<file path="src/hdl/cdp_pkg.sv">
// cross-channel normalization datapath
// widths, types and shared constants for all stages

package cdp_pkg;

  //////////////////////////////////////////////////
  // datapath widths
  typedef logic signed [7:0]  data_t;   // channel value in, converted and out
  typedef logic        [15:0] sq_t;     // square of one converted value
  typedef logic        [19:0] sum_t;    // up to nine squares
  typedef logic        [15:0] coef_t;   // table coefficient, unsigned
  typedef logic signed [24:0] prod_t;   // value times scale or coefficient
  typedef logic        [31:0] acc_t;    // output offset and perf counters
  typedef logic        [1:0]  win_t;    // 0..3 -> 3,5,7,9 channels

  // config fields
  typedef logic signed [15:0] scale_t;  // input scale
  typedef logic        [4:0]  shift_t;  // right shift amounts
  typedef logic signed [39:0] wide_t;   // headroom before saturation

  localparam int HALF_WIN_MAX = 4;      // half of the 9-channel window

  localparam data_t DATA_MAX = 8'h7f;
  localparam data_t DATA_MIN = 8'h80;

  // sqsum: run takes input, flush drains the tail of a group
  typedef enum logic {
    RUN   = 1'b0,
    FLUSH = 1'b1
  } flush_state_e;

  //////////////////////////////////////////////////
  // clip a wide signed value into data_t range
  function automatic data_t sat_data(input wide_t v);
    data_t r;
    if (v > wide_t'(DATA_MAX)) begin
      r = DATA_MAX;
    end else if (v < wide_t'(DATA_MIN)) begin
      r = DATA_MIN;
    end else begin
      r = data_t'(v);  // in range, plain truncation
    end
    return r;
  endfunction

endpackage

</file>
<file path="src/hdl/cdp_cvt_in.sv">
// input converter
// (value - offset) * scale >>> shift, saturated to 8 bits, one register stage

`timescale 1ns/1ps

module cdp_cvt_in (
  input  logic            nvdla_core_clk,
  input  logic            nvdla_core_rstn,
  input  logic            in_valid,
  output logic            in_ready,
  input  cdp_pkg::data_t  in_data,
  input  logic            in_last,
  input  cdp_pkg::data_t  datin_offset,
  input  cdp_pkg::scale_t datin_scale,
  input  cdp_pkg::shift_t datin_shifter,
  output logic            cvt_valid,
  input  logic            cvt_ready,
  output cdp_pkg::data_t  cvt_data,
  output logic            cvt_last
);

logic signed [8:0] in_diff;   // one extra bit for the subtract
cdp_pkg::prod_t    in_prod;
cdp_pkg::prod_t    in_shift;
cdp_pkg::data_t    cvt_nxt;
logic              in_acc;

assign in_diff  = {in_data[7], in_data} - {datin_offset[7], datin_offset};
assign in_prod  = cdp_pkg::prod_t'(in_diff) * cdp_pkg::prod_t'(datin_scale);
assign in_shift = in_prod >>> datin_shifter;  // arithmetic shift keeps the sign
assign cvt_nxt  = cdp_pkg::sat_data(cdp_pkg::wide_t'(in_shift));

assign in_ready = !cvt_valid || cvt_ready;    // slot free or leaving
assign in_acc   = in_valid && in_ready;

always_ff @(posedge nvdla_core_clk or negedge nvdla_core_rstn) begin
  if (!nvdla_core_rstn) begin
    cvt_valid <= 1'b0;
  end else if (in_acc) begin
    cvt_valid <= 1'b1;
  end else if (cvt_ready) begin
    cvt_valid <= 1'b0;
  end
end

always_ff @(posedge nvdla_core_clk) begin
  if (in_acc) begin
    cvt_data <= cvt_nxt;
    cvt_last <= in_last;  // group marker rides along
  end
end

// upstream holds a stalled value and its group marker
a_in_hold: assert property (@(posedge nvdla_core_clk) disable iff (!nvdla_core_rstn)
  (in_valid && !in_ready) |=> (in_valid && $stable(in_data) && $stable(in_last)));

endmodule

</file>
<file path="src/hdl/cdp_sqsum.sv">
// windowed cross-channel sum of squares
// centred window of 3..9 channels, clipped at group edges, flushed after last

`timescale 1ns/1ps

module cdp_sqsum (
  input  logic           nvdla_core_clk,
  input  logic           nvdla_core_rstn,
  input  logic           sq_in_valid,
  output logic           sq_in_ready,
  input  cdp_pkg::data_t cvt_data,
  input  logic           cvt_last,
  input  cdp_pkg::win_t  normalz_len,
  output logic           sum_valid,
  input  logic           sum_ready,
  output cdp_pkg::sum_t  sum_data,
  output logic           sum_last
);

localparam int WIN_MAX = 2 * cdp_pkg::HALF_WIN_MAX + 1;

cdp_pkg::flush_state_e state_q;
cdp_pkg::sq_t          sq_q   [WIN_MAX];  // slot 0 newest
cdp_pkg::sq_t          sq_nxt [WIN_MAX];
logic [WIN_MAX-1:0]    mask_q;            // slot holds a channel of this group
logic [WIN_MAX-1:0]    mask_nxt;
logic                  grp_start_q;       // next accept opens a group
logic [2:0]            flush_cnt_q;
logic [2:0]            half_win;
cdp_pkg::sq_t          sq_new;
cdp_pkg::sum_t         win_sum;
logic                  out_free;
logic                  in_acc;
logic                  flush_step;
logic                  flush_done;
logic                  shift_en;
logic                  emit;

assign half_win    = {1'b0, normalz_len} + 3'd1;   // 1..4
assign out_free    = !sum_valid || sum_ready;
assign sq_in_ready = (state_q == cdp_pkg::RUN) && out_free;
assign in_acc      = sq_in_valid && sq_in_ready;
assign flush_step  = (state_q == cdp_pkg::FLUSH) && out_free;
assign flush_done  = flush_step && (flush_cnt_q == 3'd1);
assign shift_en    = in_acc || flush_step;        // flush shifts in an empty slot
assign sq_new      = cdp_pkg::sq_t'(16'(cvt_data) * 16'(cvt_data));

//////////////////////////////////////////////////
// next window contents
always_comb begin
  sq_nxt[0]   = sq_new;
  mask_nxt[0] = in_acc;
  for (int i = 1; i < WIN_MAX; i++) begin
    sq_nxt[i]   = sq_q[i-1];
    mask_nxt[i] = mask_q[i-1] && !(in_acc && grp_start_q);  // drop older group
  end
end

// sum over slots 0..2h with the centre at slot h
always_comb begin
  win_sum = '0;
  for (int i = 0; i < WIN_MAX; i++) begin
    if (mask_nxt[i] && (i <= 2 * int'(half_win))) begin
      win_sum = win_sum + cdp_pkg::sum_t'(sq_nxt[i]);
    end
  end
end

assign emit = mask_nxt[half_win];  // centre channel present

//////////////////////////////////////////////////
// control
always_ff @(posedge nvdla_core_clk or negedge nvdla_core_rstn) begin
  if (!nvdla_core_rstn) begin
    state_q     <= cdp_pkg::RUN;
    flush_cnt_q <= '0;
    grp_start_q <= 1'b1;
    mask_q      <= '0;
  end else begin
    if (shift_en) mask_q <= mask_nxt;
    if (in_acc) grp_start_q <= 1'b0;
    case (state_q)
      cdp_pkg::RUN: begin
        if (in_acc && cvt_last) begin
          state_q     <= cdp_pkg::FLUSH;
          flush_cnt_q <= half_win;  // h empty shifts drain the tail
        end
      end
      default: begin
        if (flush_step) begin
          flush_cnt_q <= flush_cnt_q - 3'd1;
          if (flush_done) begin
            state_q     <= cdp_pkg::RUN;
            grp_start_q <= 1'b1;
          end
        end
      end
    endcase
  end
end

always_ff @(posedge nvdla_core_clk or negedge nvdla_core_rstn) begin
  if (!nvdla_core_rstn) begin
    sum_valid <= 1'b0;
    sum_last  <= 1'b0;
  end else if (shift_en) begin
    sum_valid <= emit;
    sum_last  <= flush_done;  // last flush step centres the last channel
  end else if (sum_ready) begin
    sum_valid <= 1'b0;
  end
end

always_ff @(posedge nvdla_core_clk) begin
  if (shift_en) sq_q <= sq_nxt;
  if (shift_en && emit) sum_data <= win_sum;
end

// flush ends when the last channel reaches the centre with no newer slot filled
a_flush_end: assert property (@(posedge nvdla_core_clk) disable iff (!nvdla_core_rstn)
  flush_done |-> (emit && ((mask_nxt & ~({WIN_MAX{1'b1}} << half_win)) == '0)));

endmodule

</file>
<file path="src/hdl/cdp_lut.sv">
// coefficient table
// sum >> index_select, clamped to last entry, registered lookup, clamp counter

`timescale 1ns/1ps

module cdp_lut #(
  parameter int LUT_ADDR_W = 6
) (
  input  logic                  nvdla_core_clk,
  input  logic                  nvdla_core_rstn,
  input  logic                  lut_wr_en,
  input  logic [LUT_ADDR_W-1:0] lut_wr_addr,
  input  cdp_pkg::coef_t        lut_wr_data,
  input  cdp_pkg::shift_t       lut_index_select,
  input  logic                  sum_valid,
  output logic                  sum_ready,
  input  cdp_pkg::sum_t         sum_data,
  input  logic                  sum_last,
  output logic                  coef_valid,
  input  logic                  coef_ready,
  output cdp_pkg::coef_t        coef_data,
  output cdp_pkg::acc_t         perf_lut_oflow
);

localparam int LUT_DEPTH = 1 << LUT_ADDR_W;

cdp_pkg::coef_t        lut_mem [LUT_DEPTH];
cdp_pkg::sum_t         sum_shifted;
logic [LUT_ADDR_W-1:0] lut_idx;
logic                  idx_clamp;
logic                  sum_acc;

assign sum_ready   = !coef_valid || coef_ready;
assign sum_acc     = sum_valid && sum_ready;
assign sum_shifted = sum_data >> lut_index_select;
assign idx_clamp   = (sum_shifted >> LUT_ADDR_W) != '0;   // past the table end
assign lut_idx     = idx_clamp ? '1 : sum_shifted[LUT_ADDR_W-1:0];

//////////////////////////////////////////////////
// table with its register write port
always_ff @(posedge nvdla_core_clk) begin
  if (lut_wr_en) lut_mem[lut_wr_addr] <= lut_wr_data;
end

always_ff @(posedge nvdla_core_clk) begin
  if (sum_acc) coef_data <= lut_mem[lut_idx];
end

always_ff @(posedge nvdla_core_clk or negedge nvdla_core_rstn) begin
  if (!nvdla_core_rstn) begin
    coef_valid     <= 1'b0;
    perf_lut_oflow <= '0;
  end else begin
    if (sum_acc) begin
      coef_valid <= 1'b1;
    end else if (coef_ready) begin
      coef_valid <= 1'b0;
    end
    if (sum_acc && idx_clamp) perf_lut_oflow <= perf_lut_oflow + 32'd1;  // wraps
  end
end

// sqsum holds sum and group marker while stalled
a_sum_hold: assert property (@(posedge nvdla_core_clk) disable iff (!nvdla_core_rstn)
  (sum_valid && !sum_ready) |=> (sum_valid && $stable(sum_data) && $stable(sum_last)));

endmodule

</file>
<file path="src/hdl/cdp_sync_fifo.sv">
// delay FIFO for converted values
// holds each value until its coefficient reaches the multiplier

`timescale 1ns/1ps

module cdp_sync_fifo #(
  parameter int FIFO_ADDR_W = 4
) (
  input  logic           nvdla_core_clk,
  input  logic           nvdla_core_rstn,
  input  logic           fifo_in_valid,
  output logic           fifo_in_ready,
  input  cdp_pkg::data_t cvt_data,
  output logic           dly_valid,
  input  logic           dly_ready,
  output cdp_pkg::data_t dly_data
);

localparam int DEPTH = 1 << FIFO_ADDR_W;

cdp_pkg::data_t     fifo_mem [DEPTH];
logic [FIFO_ADDR_W:0] wr_ptr_q;   // msb is the wrap bit
logic [FIFO_ADDR_W:0] rd_ptr_q;
logic               full;
logic               empty;
logic               push;
logic               pop;

assign empty = wr_ptr_q == rd_ptr_q;
assign full  = (wr_ptr_q[FIFO_ADDR_W] != rd_ptr_q[FIFO_ADDR_W]) &&
               (wr_ptr_q[FIFO_ADDR_W-1:0] == rd_ptr_q[FIFO_ADDR_W-1:0]);

assign fifo_in_ready = !full;
assign dly_valid     = !empty;
assign push          = fifo_in_valid && fifo_in_ready;
assign pop           = dly_valid && dly_ready;
assign dly_data      = fifo_mem[rd_ptr_q[FIFO_ADDR_W-1:0]];  // head, read async

always_ff @(posedge nvdla_core_clk) begin
  if (push) fifo_mem[wr_ptr_q[FIFO_ADDR_W-1:0]] <= cvt_data;
end

always_ff @(posedge nvdla_core_clk or negedge nvdla_core_rstn) begin
  if (!nvdla_core_rstn) begin
    wr_ptr_q <= '0;
    rd_ptr_q <= '0;
  end else begin
    if (push) wr_ptr_q <= wr_ptr_q + 1'b1;
    if (pop) rd_ptr_q <= rd_ptr_q + 1'b1;
  end
end

// fork and joiner must respect full and empty
a_fifo_bounds: assert property (@(posedge nvdla_core_clk) disable iff (!nvdla_core_rstn)
  !(fifo_in_valid && full) && !(dly_ready && empty));

endmodule

</file>
<file path="src/hdl/cdp_mul_out.sv">
// combine and output conversion
// value * coef >>> shift + offset, saturated to 8 bits, saturation counter

`timescale 1ns/1ps

module cdp_mul_out (
  input  logic            nvdla_core_clk,
  input  logic            nvdla_core_rstn,
  input  logic            dly_valid,
  output logic            dly_ready,
  input  cdp_pkg::data_t  dly_data,
  input  logic            coef_valid,
  output logic            coef_ready,
  input  cdp_pkg::coef_t  coef_data,
  input  cdp_pkg::shift_t datout_scale_shift,
  input  cdp_pkg::acc_t   datout_offset,
  output logic            out_valid,
  input  logic            out_ready,
  output cdp_pkg::data_t  out_data,
  output cdp_pkg::acc_t   out_saturation
);

cdp_pkg::prod_t mul_prod;
cdp_pkg::prod_t mul_shift;
cdp_pkg::wide_t out_sum;
cdp_pkg::data_t out_nxt;
logic           out_sat;
logic           take;

// join, both sides move together
assign take       = dly_valid && coef_valid && (!out_valid || out_ready);
assign dly_ready  = take;
assign coef_ready = take;

assign mul_prod  = cdp_pkg::prod_t'(dly_data) * cdp_pkg::prod_t'(coef_data);  // coef zero-ext
assign mul_shift = mul_prod >>> datout_scale_shift;
assign out_sum   = cdp_pkg::wide_t'(mul_shift) + cdp_pkg::wide_t'($signed(datout_offset));
assign out_nxt   = cdp_pkg::sat_data(out_sum);
assign out_sat   = cdp_pkg::wide_t'(out_nxt) != out_sum;  // clipped if it changed

always_ff @(posedge nvdla_core_clk or negedge nvdla_core_rstn) begin
  if (!nvdla_core_rstn) begin
    out_valid      <= 1'b0;
    out_saturation <= '0;
  end else begin
    if (take) begin
      out_valid <= 1'b1;
    end else if (out_ready) begin
      out_valid <= 1'b0;
    end
    if (take && out_sat) out_saturation <= out_saturation + 32'd1;
  end
end

always_ff @(posedge nvdla_core_clk) begin
  if (take) out_data <= out_nxt;
end

endmodule

</file>
<file path="src/hdl/cdp_dp.sv">
// cross-channel normalization datapath, top level
// forks converted data into the coefficient path and the delay FIFO

`timescale 1ns/1ps

module cdp_dp #(
  parameter int LUT_ADDR_W  = 6,   // 64-entry table
  parameter int FIFO_ADDR_W = 4    // 16 values in flight
) (
  input  logic                  nvdla_core_clk,
  input  logic                  nvdla_core_rstn,
  // input stream
  input  logic                  in_valid,
  output logic                  in_ready,
  input  cdp_pkg::data_t        in_data,
  input  logic                  in_last,
  // output stream
  output logic                  out_valid,
  input  logic                  out_ready,
  output cdp_pkg::data_t        out_data,
  // table writes
  input  logic                  lut_wr_en,
  input  logic [LUT_ADDR_W-1:0] lut_wr_addr,
  input  cdp_pkg::coef_t        lut_wr_data,
  // config levels
  input  cdp_pkg::data_t        datin_offset,
  input  cdp_pkg::scale_t       datin_scale,
  input  cdp_pkg::shift_t       datin_shifter,
  input  cdp_pkg::win_t         normalz_len,
  input  cdp_pkg::shift_t       lut_index_select,
  input  cdp_pkg::shift_t       datout_scale_shift,
  input  cdp_pkg::acc_t         datout_offset,
  // perf counters
  output cdp_pkg::acc_t         perf_lut_oflow,
  output cdp_pkg::acc_t         out_saturation
);

logic           cvt_valid;
logic           cvt_ready;
cdp_pkg::data_t cvt_data;
logic           cvt_last;
logic           sq_in_valid;
logic           sq_in_ready;
logic           fifo_in_valid;
logic           fifo_in_ready;
logic           sum_valid;
logic           sum_ready;
cdp_pkg::sum_t  sum_data;
logic           sum_last;
logic           coef_valid;
logic           coef_ready;
cdp_pkg::coef_t coef_data;
logic           dly_valid;
logic           dly_ready;
cdp_pkg::data_t dly_data;

//////////////////////////////////////////////////
// fork, both branches take the value in the same cycle
assign cvt_ready     = sq_in_ready && fifo_in_ready;
assign sq_in_valid   = cvt_valid && cvt_ready;
assign fifo_in_valid = cvt_valid && cvt_ready;

// stage ports share names with the nets above
cdp_cvt_in u_cvt_in (.*);

cdp_sqsum u_sqsum (.*);                              // coefficient path

cdp_lut #(.LUT_ADDR_W(LUT_ADDR_W)) u_lut (.*);

cdp_sync_fifo #(.FIFO_ADDR_W(FIFO_ADDR_W)) u_fifo (.*);  // delay path

cdp_mul_out u_mul_out (.*);                          // join and output convert

endmodule

</file>
<file path="config.mk">
export PLATFORM = sky130hd
export DESIGN_NAME = cdp_dp
export DESIGN_NICKNAME = d
export VERILOG_FILES = /design/src/hdl/cdp_pkg.sv /design/src/hdl/cdp_cvt_in.sv /design/src/hdl/cdp_sqsum.sv /design/src/hdl/cdp_lut.sv /design/src/hdl/cdp_sync_fifo.sv /design/src/hdl/cdp_mul_out.sv /design/src/hdl/cdp_dp.sv
export SDC_FILE = /design/constraint.sdc
export NUM_CORES = 2
export LEC_CHECK = 0
export ABC_AREA = 1
export BUFFER_PORTS_ARGS = -buffer_cell sky130_fd_sc_hd__buf_2
export CAP_MARGIN = 20
export CORE_ASPECT_RATIO = 1.5
export CORE_UTILIZATION = 25
export DETAILED_ROUTE_END_ITERATION = 8
export PLACE_DENSITY = 0.45
export SETUP_SLACK_MARGIN = 0.2
export SLEW_MARGIN = 40
export SYNTH_ARGS = -nofsm -noshare
export SYNTH_HDL_FRONTEND = slang
export SYNTH_HIERARCHICAL = 1
export SYNTH_SLANG_ARGS = --single-unit
export TNS_END_PERCENT = 10
</file>
<file path="constraint.sdc">
create_clock -name nvdla_core_clk -period 28.6 [get_ports nvdla_core_clk]
set_input_delay 2.86 -clock nvdla_core_clk [delete_from_list [all_inputs] [get_ports nvdla_core_clk]]
set_output_delay 2.86 -clock nvdla_core_clk [all_outputs]
set_load 0.01 [all_outputs]
</file>
# == Yosys cells after proc, flatten, opt, wreduce, memory -nomap -nowiden ==
# Memories as Yosys holds them, arrays and structs flattened. A register that Yosys moved wholly into a read port is not among the register bits.
# Cells that the tools add are included.
# totals
ff_bits,256
elab_cells,161
ram_bits,1152
mem_count,2
latchBits,0
out_inout_bits,74
romBits,0
# mem_list
name,depth,word_bits,rd,rd_ports_with_merged_regs,write_ports,line,rtl
u_lut.lut_mem,64,16,1,1,1,cdp_lut.sv:27,cdp_pkg::coef_t lut_mem [LUT_DEPTH];
u_fifo.fifo_mem,16,8,1,0,1,cdp_sync_fifo.sv:21,cdp_pkg::data_t fifo_mem [DEPTH];
# classes
div_mod_pow,0
shifts,3
add_sub_neg,16
mux,38
n_bitwise,1
magnitude_cmp,14
multipliers,3
reduce_logical,54
n_eq_ne,6
# ops
op,count
20-bit two-way mux,8
20-bit by 16-bit adder with 20-bit output,7
32-bit by 1-bit adder with 32-bit output (second input constant),2
25-bit by 5-bit >>> shifter with 25-bit output,2
1-bit logical AND,35
25-bit by 32-bit adder with 33-bit output,1
33-bit by 8-bit > comparator with 1-bit output (second input constant),1
33-bit by 8-bit less-than comparator with 1-bit output (second input constant),1
8-bit by 33-bit inequality test with 1-bit output,1
25-bit by 8-bit > comparator with 1-bit output (second input constant),1
25-bit by 8-bit less-than comparator with 1-bit output (second input constant),1
8-bit by 17-bit multiplier with 25-bit output,1
9-bit by 16-bit multiplier with 25-bit output,1
8-bit two-way mux,3
1-bit two-way mux,21
20-bit nonzero test,1
20-bit by 5-bit >> shifter with 20-bit output,1
16-bit by 16-bit adder with 17-bit output,1
3-bit by 4-bit <= comparator with 1-bit output (first input constant),4
8-bit by 8-bit multiplier with 16-bit output,1
16-bit two-way mux,1
5-bit by 1-bit adder with 5-bit output (second input constant),2
2-bit nonzero test,5
3-bit two-way mux,3
18 further kinds,30

# == Depth between registers and ports, before layout ==
# logic_depth
ltp_word,29
depth_mapped,91
ltp_nobuf,88

# == Cells and area by module ==
# The synthesis kept the hierarchy.
# modules_own_cells
mod,area_each_um2,instances,cells_each,seq_area_each_um2
cdp_lut,48161.2,1,4457,32055.7
cdp_sqsum,15255.9,1,1961,4580.6
cdp_mul_out,10854.2,1,1785,1066.0
cdp_cvt_in,7912.6,1,1224,295.3
cdp_sync_fifo,5906.9,1,557,4093.9
cdp_dp,17.5,1,4,0.0

# == Worst setup path before layout ==
# No wires, ideal clock.
# synth_path
kind,input-to-reg
from,in out_ready
to,"reg u_sqsum.sum_data[18], data pin"
slack_ns,14.661
arrival_ns,13.685
required_ns,28.346
n_path_buf,1
setup_time_ns,0.254
path_stages,73
path_cell_list,nor2_1 > nor3_1 > clkbuf_1 > inv_1 > nand2_1 > inv_1 > nand2_2 > inv_2 > nor2_2 > nand2_1 > nor2_2 > nand2_1 > nor2_2 > nand2_1 > inv_1 > ha_1 > or2_2 > nand3_1 > [37 not listed] > nand2_1 > nand2_1 > inv_1 > ha_1 > nand2_1 > inv_1 > a221oi_1 > nand2_1 > or2_2 > nand3_1 > nand2_1 > ha_1 > nand3_1 > nand2_1 > nand3_1 > nor2_1 > xnor2_1 > inv_1
# synth_via
elab_chain_len,27
# synth_lines
element,line,rtl
"start, declared",cdp_dp.sv:19,"input logic out_ready,"
1-bit logical OR *,cdp_mul_out.sv:31,assign take = dly_valid && coef_valid && (!out_valid || out_ready);
1-bit logical AND *,cdp_mul_out.sv:31,
via coef_ready,cdp_dp.sv:51,logic coef_ready;
1-bit logical OR *,cdp_lut.sv:33,assign sum_ready = !coef_valid || coef_ready;
via sum_ready,cdp_dp.sv:47,logic sum_ready;
1-bit logical OR *,cdp_sqsum.sv:40,assign out_free = !sum_valid || sum_ready;
1-bit logical AND *,cdp_sqsum.sv:41,assign sq_in_ready = (state_q == cdp_pkg::RUN) && out_free;
via sq_in_ready,cdp_dp.sv:43,logic sq_in_ready;
1-bit logical AND *,cdp_dp.sv:59,assign cvt_ready = sq_in_ready && fifo_in_ready;
1-bit logical AND *,--,
via fifo_in_valid,cdp_dp.sv:44,logic fifo_in_valid;
1-bit logical AND *,cdp_sqsum.sv:42,assign in_acc = sq_in_valid && sq_in_ready;
"parallel branches: the longest is 18 deep, another holds 20-bit by 16-bit adder with 20-bit output",--,
20-bit two-way mux *,cdp_sqsum.sv:63,if (mask_nxt[i] && (i <= 2 * int'(half_win))) begin
via u_sqsum.win_sum[18],cdp_sqsum.sv:31,cdp_pkg::sum_t win_sum;
"end signal, assigned",cdp_sqsum.sv:116,if (shift_en && emit) sum_data <= win_sum;
"end, declared",cdp_sqsum.sv:16,"output cdp_pkg::sum_t sum_data,"
# Mark *: on every way through the listed nets, which the timed path passes.
# A chain may end at the register's enable or synchronous reset.

# == Final worst setup path ==
# Same ends and word-level chain as after synthesis.

==> flow_summary.json <==
{
  "cts.repair.resized": 0,
  "grt_start_max_net_pins": 142,
  "num_rows": 266,
  "routed_wl_mm": 274.7,
  "fin_setup_tns_ns": 0,
  "skew_ns": 0.07463,
  "htreeDepth": 4,
  "setup_viol": 0,
  "clock-root-buffer": "clkbuf_16",
  "grt_pass1_vias": 67420,
  "critPathMaxFanout": 7,
  "final.min_clock_period_ns": 14.08,
  "hold_buffers": 0,
  "portBuffers": 182,
  "synth_fp_nets": 10670,
  "min_period_over_period_pct": 49.23,
  "nets": 10700,
  "holdPathStages": 0,
  "clk_pin_slew_ns": 0.06,
  "cts_tree": "done",
  "fillers": 37580,
  "min_path_type": "reg2reg",
  "grtUsageTotal_pct": 15.15,
  "finalHoldViolations": 0,
  "r2r_setup_slack_ns": 15.03,
  "dr.pass1.iters": 5,
  "cp.arrival_ns": 14.62,
  "timing.rr.end": "u_sqsum/sum_data[18]",
  "min_to": "u_sqsum/sq_nxt[103]",
  "status": "complete, no violations",
  "dieHeight_um": 729.0,
  "design_area_mm2": 0.09903,
  "post-place-ws_ns": 13.53,
  "fin_ws_ns": 14.52,
  "startpoint_type": "primary input",
  "core_mm2": 0.3501,
  "clk_latency_ns": 0.86,
  "start_util_pct": 25.16,
  "dp_hpwl_mm": 183.8,
  "critical-path-top-delay-family": "simple AND/OR/NAND/NOR gates",
  "rsz0062_at_grt": "false",
  "worstHoldStart": "u_sqsum/sq_nxt[119]",
  "drtIter0Drc": 3570,
  "slowest_stage": "nor2_2",
  "crit_type": "in2reg",
  "cts_buffers": 154,
  "cpMostUsedCell": "nand2_1",
  "slowest_delay_ns": 0.49,
  "routabilityCongestion": 0.8708,
  "antenna_found_initial": 19,
  "placed_cells": 14550,
  "synth_cells": 9985,
  "placed_area_mm2": 0.09433,
  "rr_worst_depth": 78,
  "crit_buf_inv": 10,
  "critPathCaptureType": "flip-flop",
  "io_pins": 183,
  "syn_to_final_growth_pct": 12.43,
  "maxCapViolCount": 0,
  "postCtsSetupRepairBufs": 0,
  "dieArea_mm2": 0.3547,
  "clock.fmax_ghz": 0.07102,
  "syn-cell-area_mm2": 0.08808,
  "final_cells": 14830,
  "ys_warn_count": 6,
  "syn_avg_cell_area_um2": 8.821,
  "cts_max_path_buffers": 4,
  "r2r_start": "u_fifo/rd_ptr_q[1]",
  "overflow": 0,
  "drc": 0,
  "via_per_inst": 4.531,
  "dieWidth_um": 486.6,
  "layout-drive-gt1-share_pct": 7.613,
  "grt_pass1_wl_mm": 414.2,
  "cts_sinks": 1416,
  "final_max_slew_viol_count": 0,
  "via_count": 67180,
  "crit_required_ns": 29.14,
  "wl_per_cell_um": 18.53,
  "relSlewSlack_pct": 39.62,
  "antenna_left": 0,
  "max_slew.worst_pin.slew_ns": 0.9057
}
-- how the worst max path moves through the flow --
stage	from	to	cells past startpoint
2_1_floorplan	out_ready	u_sqsum/sum_data[18]	73
6_report	out_ready	u_sqsum/sum_data[18]	73
4_1_cts	out_ready	u_sqsum/sum_data[18]	75
5_1_grt	out_ready	u_sqsum/sum_data[19]	76
3_5_place_dp	out_ready	u_sqsum/sum_data[18]	74
3_3_place_gp	out_ready	u_sqsum/sum_data[18]	77
-- final cells by class --
class / count / area [um2] / share of cell area [%]
Inverter: 1506 / 5670 / 5.726
Sequential cell: 1416 / 42070 / 42.48
Timing Repair Buffer: 326 / 2217 / 2.239
Multi-Input combinational cell: 6614 / 38540 / 38.92
Antenna cell: 8 / 20.02 / 0.02022
Clock buffer: 197 / 4140 / 4.181
Tap cell: 4690 / 5868 / 5.926
Clock inverter: 69 / 504.2 / 0.5092
-- layer usage --
metal / global-route usage [%] / part of all wire, % / up-vias
li1: - / - / 33020
met1: 17.30 / 40 / 32540
met2: 28.94 / 53 / 1199
met3: 1.512 / 3.4 / 410
met4: 5.085 / 3.3 / 12
met5: 0 / 0.029 / -
-- per-stage QoR --
stage	util [%]	hold slack (ns)
after floorplan	-	0.4334
after global placement	26.88	0.4399
after detailed placement	26.94	0.4413
after CTS	28.27	0.4489
after global routing	28.28	0.4656
final	28.28	0.4488
-- placed cells by master (no fill, tap or decap), types with 35 or more instances in the layout --
master     count
a21oi_1      228
fa_1         252
nand3_1     1575
nor3_1        56
dfrtp_1       89
nand3b_1     376
nand2_1     2431
buf_2        170
clkbuf_16    158
nor2_2        46
inv_1       1457
nor2_1       502
clkinv_1      45
inv_2         37
xnor2_1       87
nand2_2       35
edfxtp_1    1325
nand4_1       97
o21ai_1       46
buf_4        128
o21ai_0      183
clkbuf_1      35
xor2_1       105
ha_1         319
-- registers in the layout (all words and copies together) (netlist names), 3 cells and up --
name	count
u_lut/lut_mem	1024
u_fifo/fifo_mem	128
u_sqsum/sq_nxt	120
u_lut/perf_lut_oflow	32
u_mul_out/out_saturation	32
u_sqsum/sum_data	20
u_lut/coef_data	16
u_cvt_in/cvt_data	8
u_mul_out/out_data	8
u_sqsum/mask_q	8
u_fifo/rd_ptr_q	5
u_fifo/wr_ptr_q	5
u_sqsum/flush_cnt_q	3
Power is not shown: default switching activity piles up to over one toggle a cycle in this logic, so the estimate is an artifact.
